File: config.mk
export PLATFORM = sky130hd
export DESIGN_NAME = nesApu
export DESIGN_NICKNAME = d
export VERILOG_FILES = /design/src/hdl/apuRegsPkg.sv /design/src/hdl/apuChanPkg.sv /design/src/hdl/frameSequencer.sv /design/src/hdl/envelopeUnit.sv /design/src/hdl/pulseChannel.sv /design/src/hdl/nesApu.sv
export SDC_FILE = /design/constraint.sdc
export NUM_CORES = 1
export LEC_CHECK = 0
export BUFFER_PORTS_ARGS = -buffer_cell sky130_fd_sc_hd__buf_2
export CAP_MARGIN = 20
export CORE_UTILIZATION = 27
export DETAILED_ROUTE_END_ITERATION = 6
export GPL_TIMING_DRIVEN = 0
export PLACE_DENSITY_LB_ADDON = 0.15
export SYNTH_ARGS = -nofsm -noshare
export SYNTH_HDL_FRONTEND = slang
export SYNTH_HIERARCHICAL = 1
export SYNTH_SLANG_ARGS = --single-unit
File: constraint.sdc
create_clock -name clk -period 2.7 [get_ports clk]
set_clock_uncertainty 0.15 [all_clocks]
set_input_delay 0.135 -clock clk [delete_from_list [all_inputs] [get_ports clk]]
set_output_delay 0.135 -clock clk [all_outputs]
set_load 0.1 [all_outputs]
File: src/hdl/apuRegsPkg.sv
// CPU-side register map of the reduced APU
// Only the two pulse channels and the $4015/$4017 control registers exist
`default_nettype none

package apuRegsPkg;

  typedef logic [4:0] apuAddrT;   // Offset from $4000
  typedef logic [7:0] apuDataT;
  typedef logic [1:0] regSelT;    // Register inside one channel

  // ----------------------------------------
  // Register offsets
  // ----------------------------------------
  localparam apuAddrT Pulse1Base    = 5'h00;
  localparam apuAddrT Pulse2Base    = 5'h04;
  localparam apuAddrT StatusAddr    = 5'h15;   // Enable on write, status on read
  localparam apuAddrT FrameCtrlAddr = 5'h17;

  // Pulse channel registers
  // Register 1 held the sweep unit and is ignored
  localparam regSelT DutyEnvReg  = 2'd0;
  localparam regSelT PeriodLoReg = 2'd2;
  localparam regSelT PeriodHiReg = 2'd3;   // Also length index and restart

  // ----------------------------------------
  // Bit positions
  // ----------------------------------------
  localparam int Pulse1LenBit = 0;   // Status and enable
  localparam int Pulse2LenBit = 1;
  localparam int FrameIrqBit  = 6;

  // Frame control fields
  localparam int FrameModeBit  = 7;   // 1 selects the 5-step sequence
  localparam int IrqInhibitBit = 6;

endpackage

`default_nettype wire

File: src/hdl/apuChanPkg.sv
// Channel-side types and lookup functions shared by the pulse channels
// Length table values are the full counts as loaded into the counter
`default_nettype none

package apuChanPkg;

  typedef logic [7:0]  lengthT;
  typedef logic [10:0] periodT;
  typedef logic [3:0]  volumeT;   // Volume or envelope level
  typedef logic [3:0]  sampleT;
  typedef logic [4:0]  mixT;      // Sum of two channels
  typedef logic [1:0]  dutyT;
  typedef logic [2:0]  seqPosT;

  // Periods below this are ultrasonic and muted
  localparam periodT MinPeriod = 11'd8;

  typedef enum logic {
    FourStep,
    FiveStep
  } frameModeT;

  // Length counter load values
  function automatic lengthT lengthLookup(input logic [4:0] index);
    lengthT count;
    if (index[0]) begin
      // Odd entries count linearly except the first
      count = (index == 5'd1) ? 8'd254 : lengthT'(index - 5'd1);
    end else begin
      case (index[4:1])
        4'd0:    count = 8'd10;
        4'd1:    count = 8'd20;
        4'd2:    count = 8'd40;
        4'd3:    count = 8'd80;
        4'd4:    count = 8'd160;
        4'd5:    count = 8'd60;
        4'd6:    count = 8'd14;
        4'd7:    count = 8'd26;
        4'd8:    count = 8'd12;
        4'd9:    count = 8'd24;
        4'd10:   count = 8'd48;
        4'd11:   count = 8'd96;
        4'd12:   count = 8'd192;
        4'd13:   count = 8'd72;
        4'd14:   count = 8'd16;
        default: count = 8'd32;
      endcase
    end
    return count;
  endfunction

  // High phase of the duty waveform at a given step
  function automatic logic dutyActive(input dutyT duty, input seqPosT pos);
    logic active;
    case (duty)
      2'd0:    active = (pos == 3'd7);   // 12.5 %
      2'd1:    active = (pos >= 3'd6);   // 25 %
      2'd2:    active = (pos >= 3'd4);   // 50 %
      default: active = (pos < 3'd6);    // 75 %
    endcase
    return active;
  endfunction

endpackage

`default_nettype wire

File: src/hdl/frameSequencer.sv
// Frame step counter with evenly spaced steps of QuarterCycles enabled cycles
// Pulses hold until the next enabled cycle so consumers qualify them with ce
`timescale 1ns/1ps
`default_nettype none

module frameSequencer #(
  parameter int QuarterCycles = 7457
) (
  input  wire logic                 clk,
  input  wire logic                 reset,
  input  wire logic                 ce,
  input  wire logic                 frameWrite,
  input  wire apuRegsPkg::apuDataT  dataIn,
  input  wire logic                 statusRead,
  output logic                      quarterFrame,
  output logic                      halfFrame,
  output logic                      frameIrq
);

  localparam int MaxCount = 5 * QuarterCycles;
  localparam int CountW   = $clog2(MaxCount + 1);

  typedef logic [CountW-1:0] countT;

  localparam countT Step1 = countT'(QuarterCycles);
  localparam countT Step2 = countT'(2 * QuarterCycles);
  localparam countT Step3 = countT'(3 * QuarterCycles);
  localparam countT Step4 = countT'(4 * QuarterCycles);
  localparam countT Step5 = countT'(MaxCount);

  countT                 count;
  apuChanPkg::frameModeT mode;
  logic                  inhibit;

  logic quarterHit;
  logic halfHit;
  logic lastHit;    // Final step of the sequence
  logic irqHit;

  // ----------------------------------------
  // Step decode
  // ----------------------------------------
  always_comb begin
    quarterHit = 1'b0;
    halfHit    = 1'b0;
    lastHit    = 1'b0;
    if (count == Step1 || count == Step3) begin
      quarterHit = 1'b1;
    end else if (count == Step2) begin
      quarterHit = 1'b1;
      halfHit    = 1'b1;
    end else if (count == Step4 && mode == apuChanPkg::FourStep) begin
      quarterHit = 1'b1;
      halfHit    = 1'b1;
      lastHit    = 1'b1;
    end else if (count == Step5) begin
      quarterHit = 1'b1;                 // Only reached in 5-step mode
      halfHit    = 1'b1;
      lastHit    = 1'b1;
    end
  end

  assign irqHit = lastHit && (mode == apuChanPkg::FourStep) && !inhibit;

  // ----------------------------------------
  // Counter, mode and interrupt flag
  // ----------------------------------------
  always_ff @(posedge clk) begin
    if (reset) begin
      count        <= '0;
      mode         <= apuChanPkg::FourStep;
      inhibit      <= 1'b0;
      quarterFrame <= 1'b0;
      halfFrame    <= 1'b0;
      frameIrq     <= 1'b0;
    end else if (ce) begin
      if (frameWrite) begin
        count        <= '0;
        mode         <= dataIn[apuRegsPkg::FrameModeBit] ? apuChanPkg::FiveStep
                                                         : apuChanPkg::FourStep;
        inhibit      <= dataIn[apuRegsPkg::IrqInhibitBit];
        // 5-step mode clocks the channels right away
        quarterFrame <= dataIn[apuRegsPkg::FrameModeBit];
        halfFrame    <= dataIn[apuRegsPkg::FrameModeBit];
      end else begin
        count        <= lastHit ? '0 : count + countT'(1);
        quarterFrame <= quarterHit;
        halfFrame    <= halfHit;
      end

      if (frameWrite && dataIn[apuRegsPkg::IrqInhibitBit])
        frameIrq <= 1'b0;
      else if (irqHit)
        frameIrq <= 1'b1;                // Wins over a read in the same cycle
      else if (statusRead)
        frameIrq <= 1'b0;
    end
  end

  // Half-frame clocks always ride on a quarter-frame clock
  halfWithQuarter: assert property (
    @(posedge clk) disable iff (reset) halfFrame |-> quarterFrame
  );

endmodule

`default_nettype wire

File: src/hdl/envelopeUnit.sv
// Envelope generator for one channel, clocked by qualified quarter-frame pulses
`timescale 1ns/1ps
`default_nettype none

module envelopeUnit (
  input  wire logic                clk,
  input  wire logic                reset,
  input  wire logic                quarterFrame,
  input  wire logic                restart,      // Held until the next quarter frame
  input  wire logic                loopEnable,
  input  wire apuChanPkg::volumeT  divPeriod,
  output apuChanPkg::volumeT       level
);

  localparam apuChanPkg::volumeT MaxLevel = 4'd15;

  apuChanPkg::volumeT divider;

  // Level falls once per divPeriod+1 quarter frames
  always_ff @(posedge clk) begin
    if (reset) begin
      divider <= '0;
      level   <= '0;
    end else if (quarterFrame) begin
      if (restart) begin
        level   <= MaxLevel;
        divider <= divPeriod;
      end else if (divider == '0) begin
        divider <= divPeriod;           // Divider expired
        if (level != '0)
          level <= level - 4'd1;
        else if (loopEnable)
          level <= MaxLevel;            // Sawtooth when looping
      end else begin
        divider <= divider - 4'd1;
      end
    end
  end

endmodule

`default_nettype wire

File: src/hdl/pulseChannel.sv
// One pulse channel without sweep unit
// Periods below MinPeriod are muted and the timer steps on even CPU cycles only
`timescale 1ns/1ps
`default_nettype none

module pulseChannel (
  input  wire logic                 clk,
  input  wire logic                 reset,
  input  wire logic                 ce,
  input  wire logic                 oddCycle,
  input  wire logic                 regWrite,
  input  wire apuRegsPkg::regSelT   regSel,
  input  wire apuRegsPkg::apuDataT  dataIn,
  input  wire logic                 quarterFrame,
  input  wire logic                 halfFrame,
  input  wire logic                 enable,
  output apuChanPkg::sampleT        sample,
  output logic                      lengthActive
);

  // Register 0 payload
  apuChanPkg::dutyT   duty;
  logic               constVol;
  apuChanPkg::volumeT volume;     // Also the envelope divider period

  logic               haltLoop;   // Length halt and envelope loop share a bit
  apuChanPkg::periodT period;
  apuChanPkg::periodT timer;
  apuChanPkg::seqPosT seqPos;
  apuChanPkg::lengthT lengthCnt;
  logic               envRestart;

  logic               lengthLoad;
  logic               envClock;
  apuChanPkg::volumeT envLevel;
  logic               audible;

  assign lengthLoad = regWrite && (regSel == apuRegsPkg::PeriodHiReg);
  assign envClock   = ce && quarterFrame;

  always_ff @(posedge clk) begin
    if (ce && regWrite && regSel == apuRegsPkg::DutyEnvReg) begin
      duty     <= dataIn[7:6];
      constVol <= dataIn[4];
      volume   <= dataIn[3:0];
    end
  end

  // ----------------------------------------
  // Timer, sequencer and length counter
  // ----------------------------------------
  always_ff @(posedge clk) begin
    if (reset) begin
      haltLoop   <= 1'b0;
      period     <= '0;
      timer      <= '0;
      seqPos     <= '0;
      lengthCnt  <= '0;
      envRestart <= 1'b0;
    end else if (ce) begin
      if (!oddCycle) begin
        if (timer == '0) begin
          timer  <= period;
          seqPos <= seqPos - 3'd1;   // Sequencer runs downward
        end else begin
          timer <= timer - 11'd1;
        end
      end

      if (regWrite) begin
        case (regSel)
          apuRegsPkg::DutyEnvReg:  haltLoop <= dataIn[5];
          apuRegsPkg::PeriodLoReg: period[7:0] <= dataIn;
          apuRegsPkg::PeriodHiReg: begin
            period[10:8] <= dataIn[2:0];
            seqPos       <= '0;           // Overrides a timer step
          end
          default: ;
        endcase
      end

      if (!enable)
        lengthCnt <= '0;
      else if (lengthLoad)
        lengthCnt <= apuChanPkg::lengthLookup(dataIn[7:3]);
      else if (halfFrame && lengthCnt != '0 && !haltLoop)
        lengthCnt <= lengthCnt - 8'd1;

      // Restart request waits for the next quarter frame
      if (lengthLoad)
        envRestart <= 1'b1;
      else if (quarterFrame)
        envRestart <= 1'b0;
    end
  end

  envelopeUnit env_i (
    .clk          (clk),
    .reset        (reset),
    .quarterFrame (envClock),
    .restart      (envRestart),
    .loopEnable   (haltLoop),
    .divPeriod    (volume),
    .level        (envLevel)
  );

  // Output gating
  assign audible = (lengthCnt != '0) && (period >= apuChanPkg::MinPeriod)
                   && apuChanPkg::dutyActive(duty, seqPos);
  assign sample       = audible ? (constVol ? volume : envLevel) : '0;
  assign lengthActive = (lengthCnt != '0);

  // A disabled channel loses its length and is silent from the next cycle
  disabledSilent: assert property (
    @(posedge clk) disable iff (reset) (ce && !enable) |=> (sample == '0)
  );

endmodule

`default_nettype wire

File: src/hdl/nesApu.sv
// Reduced APU with two pulse channels and the frame sequencer
// The sample is the plain 5-bit sum of both channels without a mixer table
`timescale 1ns/1ps
`default_nettype none

module nesApu #(
  parameter int QuarterCycles = 7457
) (
  input  wire logic                 clk,
  input  wire logic                 reset,
  input  wire logic                 ce,        // CPU cycle enable
  input  wire logic                 oddCycle,
  input  wire apuRegsPkg::apuAddrT  addr,
  input  wire apuRegsPkg::apuDataT  dataIn,
  input  wire logic                 write,
  input  wire logic                 read,
  output apuRegsPkg::apuDataT       dataOut,
  output logic                      irq,
  output apuChanPkg::mixT           sample
);

  logic pulse1Write;
  logic pulse2Write;
  logic frameWrite;
  logic statusWrite;
  logic statusRead;

  logic [1:0] chanEnable;

  logic               quarterFrame;
  logic               halfFrame;
  logic               frameIrq;
  apuChanPkg::sampleT sample1;
  apuChanPkg::sampleT sample2;
  logic               lenActive1;
  logic               lenActive2;

  // ----------------------------------------
  // Address decode
  // ----------------------------------------
  assign pulse1Write = write && (addr[4:2] == apuRegsPkg::Pulse1Base[4:2]);
  assign pulse2Write = write && (addr[4:2] == apuRegsPkg::Pulse2Base[4:2]);
  assign frameWrite  = write && (addr == apuRegsPkg::FrameCtrlAddr);
  assign statusWrite = write && (addr == apuRegsPkg::StatusAddr);
  assign statusRead  = read && (addr == apuRegsPkg::StatusAddr);

  always_ff @(posedge clk) begin
    if (reset)
      chanEnable <= '0;
    else if (ce && statusWrite)
      chanEnable <= {dataIn[apuRegsPkg::Pulse2LenBit], dataIn[apuRegsPkg::Pulse1LenBit]};
  end

  frameSequencer #(
    .QuarterCycles (QuarterCycles)
  ) frameSeq_i (
    .clk          (clk),
    .reset        (reset),
    .ce           (ce),
    .frameWrite   (frameWrite),
    .dataIn       (dataIn),
    .statusRead   (statusRead),
    .quarterFrame (quarterFrame),
    .halfFrame    (halfFrame),
    .frameIrq     (frameIrq)
  );

  pulseChannel pulse1_i (
    .clk          (clk),
    .reset        (reset),
    .ce           (ce),
    .oddCycle     (oddCycle),
    .regWrite     (pulse1Write),
    .regSel       (addr[1:0]),
    .dataIn       (dataIn),
    .quarterFrame (quarterFrame),
    .halfFrame    (halfFrame),
    .enable       (chanEnable[0]),
    .sample       (sample1),
    .lengthActive (lenActive1)
  );

  pulseChannel pulse2_i (
    .clk          (clk),
    .reset        (reset),
    .ce           (ce),
    .oddCycle     (oddCycle),
    .regWrite     (pulse2Write),
    .regSel       (addr[1:0]),
    .dataIn       (dataIn),
    .quarterFrame (quarterFrame),
    .halfFrame    (halfFrame),
    .enable       (chanEnable[1]),
    .sample       (sample2),
    .lengthActive (lenActive2)
  );

  // Status read shows the flag even in the cycle that clears it
  always_comb begin
    dataOut                           = '0;
    dataOut[apuRegsPkg::Pulse1LenBit] = lenActive1;
    dataOut[apuRegsPkg::Pulse2LenBit] = lenActive2;
    dataOut[apuRegsPkg::FrameIrqBit]  = frameIrq;
  end

  assign irq    = frameIrq;
  assign sample = apuChanPkg::mixT'(sample1) + apuChanPkg::mixT'(sample2);

  // Disabling pulse 1 clears its status bit after one more enabled cycle
  statusFollowsEnable: assert property (
    @(posedge clk) disable iff (reset)
      (ce && statusWrite && !dataIn[apuRegsPkg::Pulse1LenBit]) ##1 ce
      |=> !dataOut[apuRegsPkg::Pulse1LenBit]
  );

endmodule

`default_nettype wire

==> results.toml, run 1 <==
[outcome]
status = "finished, violations left"
violations = "negative setup slack"

[sta]
slew_viol_final = 0
setup_slack_ps = -269.9
clock.fmax_mhz = 336.7
setup_tns_ps = -1010
worst_pin_slew_ps = 753.6
whs_ps = 33.55
period_share_pct = 110.0
final_hold_viol_count = 0
relSlewSlack_pct = 49.05
rsz0062_at_grt = "yes"
finalCriticalPeriod_ps = 2970
setup_viol = 4

[finish]
post-route-util_pct = 33.43
fin_cells = 1413
final_net_count = 1080
layout-drive-gt1-share_pct = 14.59
layout_common_cells = "nand2_1, dfxtp_1, a21oi_1"
area_growth_pct = 21.65
n_antenna_cell = 0
final_common_cell = "nand2_1"

[placement]
dp_cells = 1356
hpwlAfterDp_mm = 15.58
gp_congestion = 0.7997
numPortBuffers = 27

[critical_path]
regToRegStartpoint = "frameSeq_i/count[9]"
cp_max_fo = 4
cp-start-kind = "flip-flop"
critPathRequiredTime_ps = 2410
rr_endpoint = "frameSeq_i/count[9]"
cp-end-kind = "output port"
critical_path_class = "reg2out"
ff2ff_path_depth = 7
arrival_ps = 2680
worst-r2r-setup-slack_ps = 440
critPathLaunch = "pulse1_i/lengthCnt[0]"
crit_end = "sample[2]"

[worst_hold_path]
hp-class = "in2reg"
hold_depth = 4

[logic_synthesis]
synth_area_leader_cell = "dfxtp_1"
async_flop_share_pct = 0
synth_flop_cell = "dfxtp_1"
synth_cell_types = 82
syn_area_um2 = 7635
synth_area_leaders = "dfxtp_1, a21oi_1, ha_1"
syn_inst = 944
syn_avg_cell_area_um2 = 8.088
synth_warnings = 6
ys_ff_latch = 123
synth_top_cell_area_share_pct = 28.58
synth-edff-count = 14
ys_seq_area_share_pct = 34.09

[power]
power.leakage_nw = 3.468
pwr-share-comb_pct = 30.2
p_int_mw = 4.156
pwr-share-seq_pct = 34.1
p_clk_share_pct = 35.6
p_switching_mw = 2.280
p_sw_share_pct = 35.43
power.density_nw_per_um2 = 693.0
peakVddDrop_uv = 359.6

[grt]
grt_pass1_wl_mm = 35.51
grt_max_degree = 21
grt_overflow = 0
track_usage_pct = 15.69
grt_pass1_vias = 6845
antenna_found_initial = 1

[cts]
cts.clk_slew.worst_paths_ps = 60
clock_tree.root_cell = "clkbuf_16"
clock-sinks = 123
cts_tree = "yes"
cts_inserted_buffers = 17
h-tree-depth = 4
clk_latency_ps = 420
clk_path_buf_depth = 2

[drt]
drtAntennaViolNets = 0
drt_iter0_markers = 369
firstDrtPassIters = 5
drc = 0
vias_per_cell = 5.002
drt-total-wl_mm = 21.81
wl_per_cell_um = 15.44
via_count = 7068

[die]
rows = 61
die_y_um = 170.2
ioPinCount = 33
die-area_um2 = 28950
die_x_um = 170.2
design.core.area_um2 = 27780
start_util_pct = 27.48

[run]
maxCapViolCount = 0
cell usage after synthesis, drive strengths merged (3+ instances only):
cell type	instances
nand4b	3
clkbuf	25
a22oi	3
buf	26
or4b	3
dfxtp	109
nor2b	11
mux2i	27
or2	7
edfxtp	14
nand4	8
o31ai	4
a311oi	5
o41ai	4
or4	4
and3	9
o211ai	10
o21ai	33
nor4	17
xnor2	10
nor3b	11
nand2b	26
o221ai	4
a31oi	32
nor3	34
nor2	84
a211oi	11
a32oi	4
nand3b	4
o22ai	6
nand3	30
or3	7
inv	54
nand2	106
ha	38
a21oi	101
and4	3
nor4b	4
a22o	4
and2	8
a2111oi	3
layout make-up:
type                    count  area (um2)
clock inverters            10       117.6
clock buffers              22       464.2
plain buffers              51       246.5
well taps                 378       473.0
inverters                  54       206.4
repair buffers             55       419.2
multi-input cells         720        4750
fillers                  3019       18490
flip-flops and latches    123        2611
per-layer routing:
metal | GRT usage (%) | part of all wire [%]
met3 | 2.907 | 2.8
met5 | 0 | 0
met4 | 4.935 | 1.4
met2 | 25.32 | 47
met1 | 21.02 | 49
state kept, by name (all words and copies together) (netlist names), 2 cells and up:
signal,flops
pulse2_i/env_i/level,4
pulse2_i/period,11
pulse2_i/timer,11
pulse2_i/env_i/divider,4
pulse1_i/period,11
pulse1_i/env_i/level,4
pulse1_i/lengthCnt,8
pulse2_i/lengthCnt,8
pulse1_i/timer,11
frameSeq_i/count,16
pulse2_i/volume,4
pulse1_i/duty,2
pulse2_i/duty,2
chanEnable,2
pulse1_i/seqPos,3
pulse2_i/seqPos,3
pulse1_i/env_i/divider,4
pulse1_i/volume,4
worst max-delay path: stages, from the launching register on:
cell and delay (ps):
dfxtp_2 340, inv_2 50, ha_4 140, nor3b_4 140, nand2_2 110, o211ai_1 220
nor2_1 190, ha_2 200, inv_2 40, fa_2 340, buf_6 140, xnor2_4 150
buf_12 190
stage by stage:
stage	total power, mW	instance area, um2	setup WS [ps]
finish	6.436	9288	-269.9
global route	6.896	9288	-414.0
CTS	6.527	9263	-290.1
detailed placement	4.146	8317	-586.4
global placement	4.164	8302	-551.0
floorplan	3.697	7694	-5.800
cells by family after synthesis:
family                   synth area share (%)
adder cells (fa/ha/maj)                 6.490
XOR/XNOR                                1.377
multiplexers                            3.835
other                                 0.04912
AO/OA/AOI/OAI                           21.01
buffers and inverters                   5.883
flip-flops                              34.09
AND/OR/NAND/NOR                         27.27
power by group through the flow:
stage                     combinational, mW  clock, mW  sequential [mW]
after floorplan                        1.51          0             2.19
after global placement                 1.93          0             2.24
after detailed placement               1.91          0             2.23
after CTS                              1.95       2.39             2.19
after global routing                   2.21       2.46             2.23
final                                  1.94       2.29             2.20
repair_timing:
item	in CTS	in global routing
setup endpoints to repair	5	5
hold endpoints to repair	32	0
setup buffers	16	1
hold buffers	8	0
pin swaps	18	6
gates resized for setup	45	8
worst min path at each step:
stage,startpoint,to,slack [ps]
after detailed placement,pulse1_i/period[2],pulse1_i/period[2],310
after floorplan,dataIn[4],pulse1_i/constVol,80
after CTS,addr[2],chanEnable[1],4
after global routing,write,chanEnable[1],30
final,addr[2],chanEnable[1],30
after global placement,pulse1_i/period[2],pulse1_i/period[2],300
Note: power is estimated with default switching activity, not from simulation.
==> run 2, diff against run 1 <==
- CTS_BUF_LIST: not set -> sky130_fd_sc_hd__clkbuf_8
- REMOVE_ABC_BUFFERS: not set -> 1
==> results.toml, run 2 (synthesis results as in run 1) <==
[critical_path]
arrival_ps = 2660
cp-start-kind = "flip-flop"
rr_endpoint = "frameSeq_i/count[5]"
worst-r2r-setup-slack_ps = 420
regToRegStartpoint = "frameSeq_i/count[5]"
ff2ff_path_depth = 7
critPathRequiredTime_ps = 2410
critical_path_class = "reg2out"
cp_max_fo = 3
cp-end-kind = "output port"

[sta]
finalCriticalPeriod_ps = 2942
relSlewSlack_pct = 50.00
worst_pin_slew_ps = 747.2
clock.fmax_mhz = 339.9
setup_tns_ps = -836.0
setup_slack_ps = -241.7
slew_viol_final = 0
period_share_pct = 109.0
final_hold_viol_count = 0
setup_viol = 4
rsz0062_at_grt = "yes"

[grt]
grt_pass1_wl_mm = 33.21
track_usage_pct = 14.54
antenna_found_initial = 0
grt_overflow = 0
grt_max_degree = 74
grt_pass1_vias = 6350

[cts]
clk_path_buf_depth = 2
clk_latency_ps = 450
clock_tree.root_cell = "clkbuf_8"
clock-sinks = 123
cts_inserted_buffers = 17
cts_tree = "yes"
cts.clk_slew.worst_paths_ps = 80
h-tree-depth = 4

[drt]
wl_per_cell_um = 14.97
drt-total-wl_mm = 20.48
vias_per_cell = 4.931
via_count = 6745
drc = 0
drt_iter0_markers = 359
drtAntennaViolNets = 0
firstDrtPassIters = 4

[finish]
final_net_count = 1035
layout-drive-gt1-share_pct = 13.33
final_common_cell = "dfxtp_1"
largest_reg_flops = 16
area_growth_pct = 15.77
post-route-util_pct = 31.81
layout_common_cells = "dfxtp_1, nand2_1, a21oi_1"
n_antenna_cell = 0
largest-register = "frameSeq_i/count"

[power]
pwr-share-seq_pct = 39.0
peakVddDrop_uv = 358.1
pwr-share-comb_pct = 32.9
p_switching_mw = 2.197
p_sw_share_pct = 38.86
p_clk_share_pct = 28.1
power.density_nw_per_um2 = 639.7
power.leakage_nw = 3.273
p_int_mw = 3.457

[die]
ioPinCount = 33
rows = 61
die-area_um2 = 28950
start_util_pct = 27.48
die_y_um = 170.2
design.core.area_um2 = 27780
die_x_um = 170.2

[outcome]
status = "finished, violations left"
violations = "negative setup slack"

[worst_hold_path]
hold_start = "dataIn[3]"
hold_path_end = "pulse1_i/period[3]"
hp-class = "in2reg"
hold_depth = 3

[run]
maxCapViolCount = 0

[placement]
hpwlAfterDp_mm = 14.12
numPortBuffers = 27
gp_congestion = 0.7590
==> run 2: cell count changes in the layout (fill, tap and decap cells not counted), moves of 4 or more <==
cell       before  now
buf_1           9    0
buf_2          32   23
buf_4          24   20
clkbuf_1       27    0
clkbuf_16      17    0
clkbuf_8        2   18
==> run 2: how the worst max path moves through the flow <==
stage / startpoint / end / slack [ps]
4_1_cts: pulse2_i/lengthCnt[0] / sample[4] / -400
2_1_floorplan: pulse1_i/lengthCnt[0] / sample[2] / -1680
5_1_grt: pulse1_i/lengthCnt[0] / sample[4] / -440
3_3_place_gp: addr[2] / pulse1_i/lengthCnt[4] / -620
6_report: pulse1_i/period[3] / sample[3] / -240
3_5_place_dp: pulse1_i/lengthCnt[3] / sample[3] / -480
==> run 2: final cells by class <==
cell class / count / area (um2)
fillers: 2970 / 18940
flip-flops and latches: 123 / 2608
inverters: 54 / 202.7
multi-input cells: 720 / 4692
well taps: 378 / 473.0
clock buffers: 18 / 247.7
repair buffers: 61 / 494.2
clock inverters: 14 / 121.4
==> run 2: critical path, cell delays in order (launching register included) <==
cell	delay [ps]
dfxtp_1	340
nor4_1	420
a211oi_2	130
o211ai_1	200
nor2_1	110
ha_2	210
buf_4	130
a21o_1	170
a21oi_2	130
xnor2_1	140
buf_6	250
==> run 2: timing repair <==
| action | in CTS | in global routing |
|---|---|---|
| setup endpoints to repair | 5 | 11 |
| endpoints found under the hold margin | 49 | 0 |
| setup buffers | 11 | 8 |
| gates cloned | 0 | 0 |
| hold buffers | 10 | 0 |
| pin swaps | 14 | 12 |
| resized for setup | 34 | 9 |
==> run 2: stage by stage <==
stage	power, mW	cells	instance area (um2)	hold WS (ps)	setup WS, ps
finish	5.654	1368	8838	31.00	-241.7
global placement	4.087	1302	8011	295.1	-616.6
floorplan	3.607	897	7403	53.86	-1680
CTS	5.703	1359	8735	14.35	-400.7
detailed placement	4.080	1306	8063	296.0	-481.5
global route	6.058	1368	8838	17.57	-435.2
==> run 2: power groups by stage <==
| stage | Sequential (mW) | Clock, mW | Combinational [mW] |
|---|---|---|---|
| floorplan | 2.20 | 0 | 1.41 |
| global placement | 2.25 | 0 | 1.84 |
| detailed placement | 2.24 | 0 | 1.84 |
| CTS | 2.20 | 1.64 | 1.86 |
| global route | 2.24 | 1.73 | 2.09 |
| finish | 2.21 | 1.59 | 1.86 |
==> run 2: routing by layer <==
metal  up-vias  share of wire, %  GRT usage [%]
met2        84                45          23.33
met5         -                 0              0
met4         0               1.0          3.682
met3        15               2.8          3.000
li1       3486                 -              -
met1      3160                51          19.74
==> run 3, diff against run 2 <==
- BUFFER_PORTS_ARGS: -buffer_cell sky130_fd_sc_hd__buf_2 -> not set
- DONT_BUFFER_PORTS: not set -> 1
==> results.toml, run 3 (synthesis results as in run 1) <==
[outcome]
status = "finished, violations left"
violations = "negative setup slack"

[die]
die_y_um = 170.2
design.core.area_um2 = 27780
start_util_pct = 27.48
die_x_um = 170.2
rows = 61
die-area_um2 = 28950
ioPinCount = 33

[critical_path]
worst-r2r-setup-slack_ps = 390
ff2ff_path_depth = 7
critPathRequiredTime_ps = 2410
regToRegStartpoint = "frameSeq_i/count[5]"
cp-end-kind = "output port"
cp_max_fo = 4
rr_endpoint = "frameSeq_i/count[5]"
cp-start-kind = "flip-flop"
critical_path_class = "reg2out"
arrival_ps = 2900

[sta]
setup_viol = 4
period_share_pct = 118.0
whs_ps = 26.96
relSlewSlack_pct = 32.44
finalCriticalPeriod_ps = 3187
clock.fmax_mhz = 313.8
worst_pin_slew_ps = 1010
slew_viol_final = 0
final_hold_viol_count = 0
rsz0062_at_grt = "yes"
setup_slack_ps = -487.2

[grt]
grt_max_degree = 94
antenna_found_initial = 1
track_usage_pct = 15.57
grt_pass1_vias = 6687
grt_overflow = 0
grt_pass1_wl_mm = 35.49

[placement]
gp_congestion = 0.7505
dpl-instance-area_um2 = 7975
hpwlAfterDp_mm = 13.90
numPortBuffers = 0
place_ws_ps = -1508

[drt]
via_count = 6857
vias_per_cell = 5.027
drtAntennaViolNets = 0
drc = 0
firstDrtPassIters = 5
drt_iter0_markers = 452
wl_per_cell_um = 15.92
drt-total-wl_mm = 21.71

[cts]
clock_tree.root_cell = "clkbuf_8"
clk_latency_ps = 450
h-tree-depth = 4
clk_path_buf_depth = 2
cts.clk_slew.worst_paths_ps = 80
cts_tree = "yes"
clock-sinks = 123
cts_inserted_buffers = 17

[finish]
layout-drive-gt1-share_pct = 12.39
largest-register = "frameSeq_i/count"
area_growth_pct = 18.83
final_common_cell = "nand2_1"
final_net_count = 1030
finish.instance_area_um2 = 9072
post-route-util_pct = 32.66
largest_reg_flops = 16
layout_common_cells = "nand2_1, dfxtp_1, a21oi_1"

[power]
power.leakage_nw = 3.302
peakVddDrop_uv = 266.9
power.density_nw_per_um2 = 647.5

[worst_hold_path]
hold_start = "addr[1]"
hp-class = "in2reg"
hold_depth = 4
hold_path_end = "pulse1_i/lengthCnt[0]"

[run]
maxCapViolCount = 0
-- run 3: power breakdown --
| group | leakage, nW | internal, mW | switching [mW] |
|---|---|---|---|
| clock network | 0.225 | 1.01 | 0.815 |
| registers | 1.01 | 2.01 | 0.189 |
| logic | 2.07 | 0.690 | 1.16 |
-- run 3: timing repair --
item                       4_1_cts  5_1_grt
pin swaps                       20        8
hold buffers                    24        0
hold endpoints to repair       137        0
setup endpoints to repair       19       23
gates resized for setup         46        4
buffers inserted                21        3
-- run 3: per-stage QoR --
stage / setup TNS, ps / total power [mW] / cells
global route: -2413 / 6.294 / 1364
floorplan: -5406 / 3.607 / 897
CTS: -7051 / 5.931 / 1360
global placement: -13540 / 4.003 / 1275
finish: -1648 / 5.874 / 1364
detailed placement: -8288 / 3.975 / 1283
-- run 3: how the worst max path moves through the flow --
| stage | startpoint | end | cells past startpoint | slack (ps) |
|---|---|---|---|---|
| after floorplan | pulse1_i/lengthCnt[0] | sample[2] | 10 | -1680 |
| after global placement | pulse2_i/lengthCnt[0] | sample[2] | 10 | -2160 |
| after detailed placement | pulse2_i/lengthCnt[0] | sample[4] | 12 | -1510 |
| after CTS | pulse1_i/lengthCnt[0] | sample[1] | 10 | -530 |
| after global routing | pulse1_i/lengthCnt[0] | sample[1] | 10 | -660 |
| final | pulse1_i/lengthCnt[0] | sample[1] | 10 | -490 |
-- run 3: cell type report --
type / count / area, um2
clock inverter: 15 / 197.7
inverter: 54 / 206.4
clock buffer: 17 / 234.0
multi-input combinational: 720 / 4788
antenna: 1 / 2.502
sequential: 123 / 2613
fill: 2982 / 18710
tap: 378 / 473.0
timing repair buffer: 56 / 558.0
-- run 3: routing by layer --
metal	GRT usage, %	up-vias	share of wire [%]
met2	25.46	103	46
met3	3.326	10	3.5
met4	4.426	0	0.82
met5	0	-	0
met1	20.49	3269	50
li1	-	3475	-
-- run 3: worst max-delay path, cell delays in order, from the launching register on --
cell and delay [ps]:
dfxtp_2 350, inv_2 50, ha_4 140, nor3b_4 160
nand2_8 190, o211ai_1 200, nor2_2 210, ha_4 160
inv_2 30, fa_2 540, clkinvlp_4 410
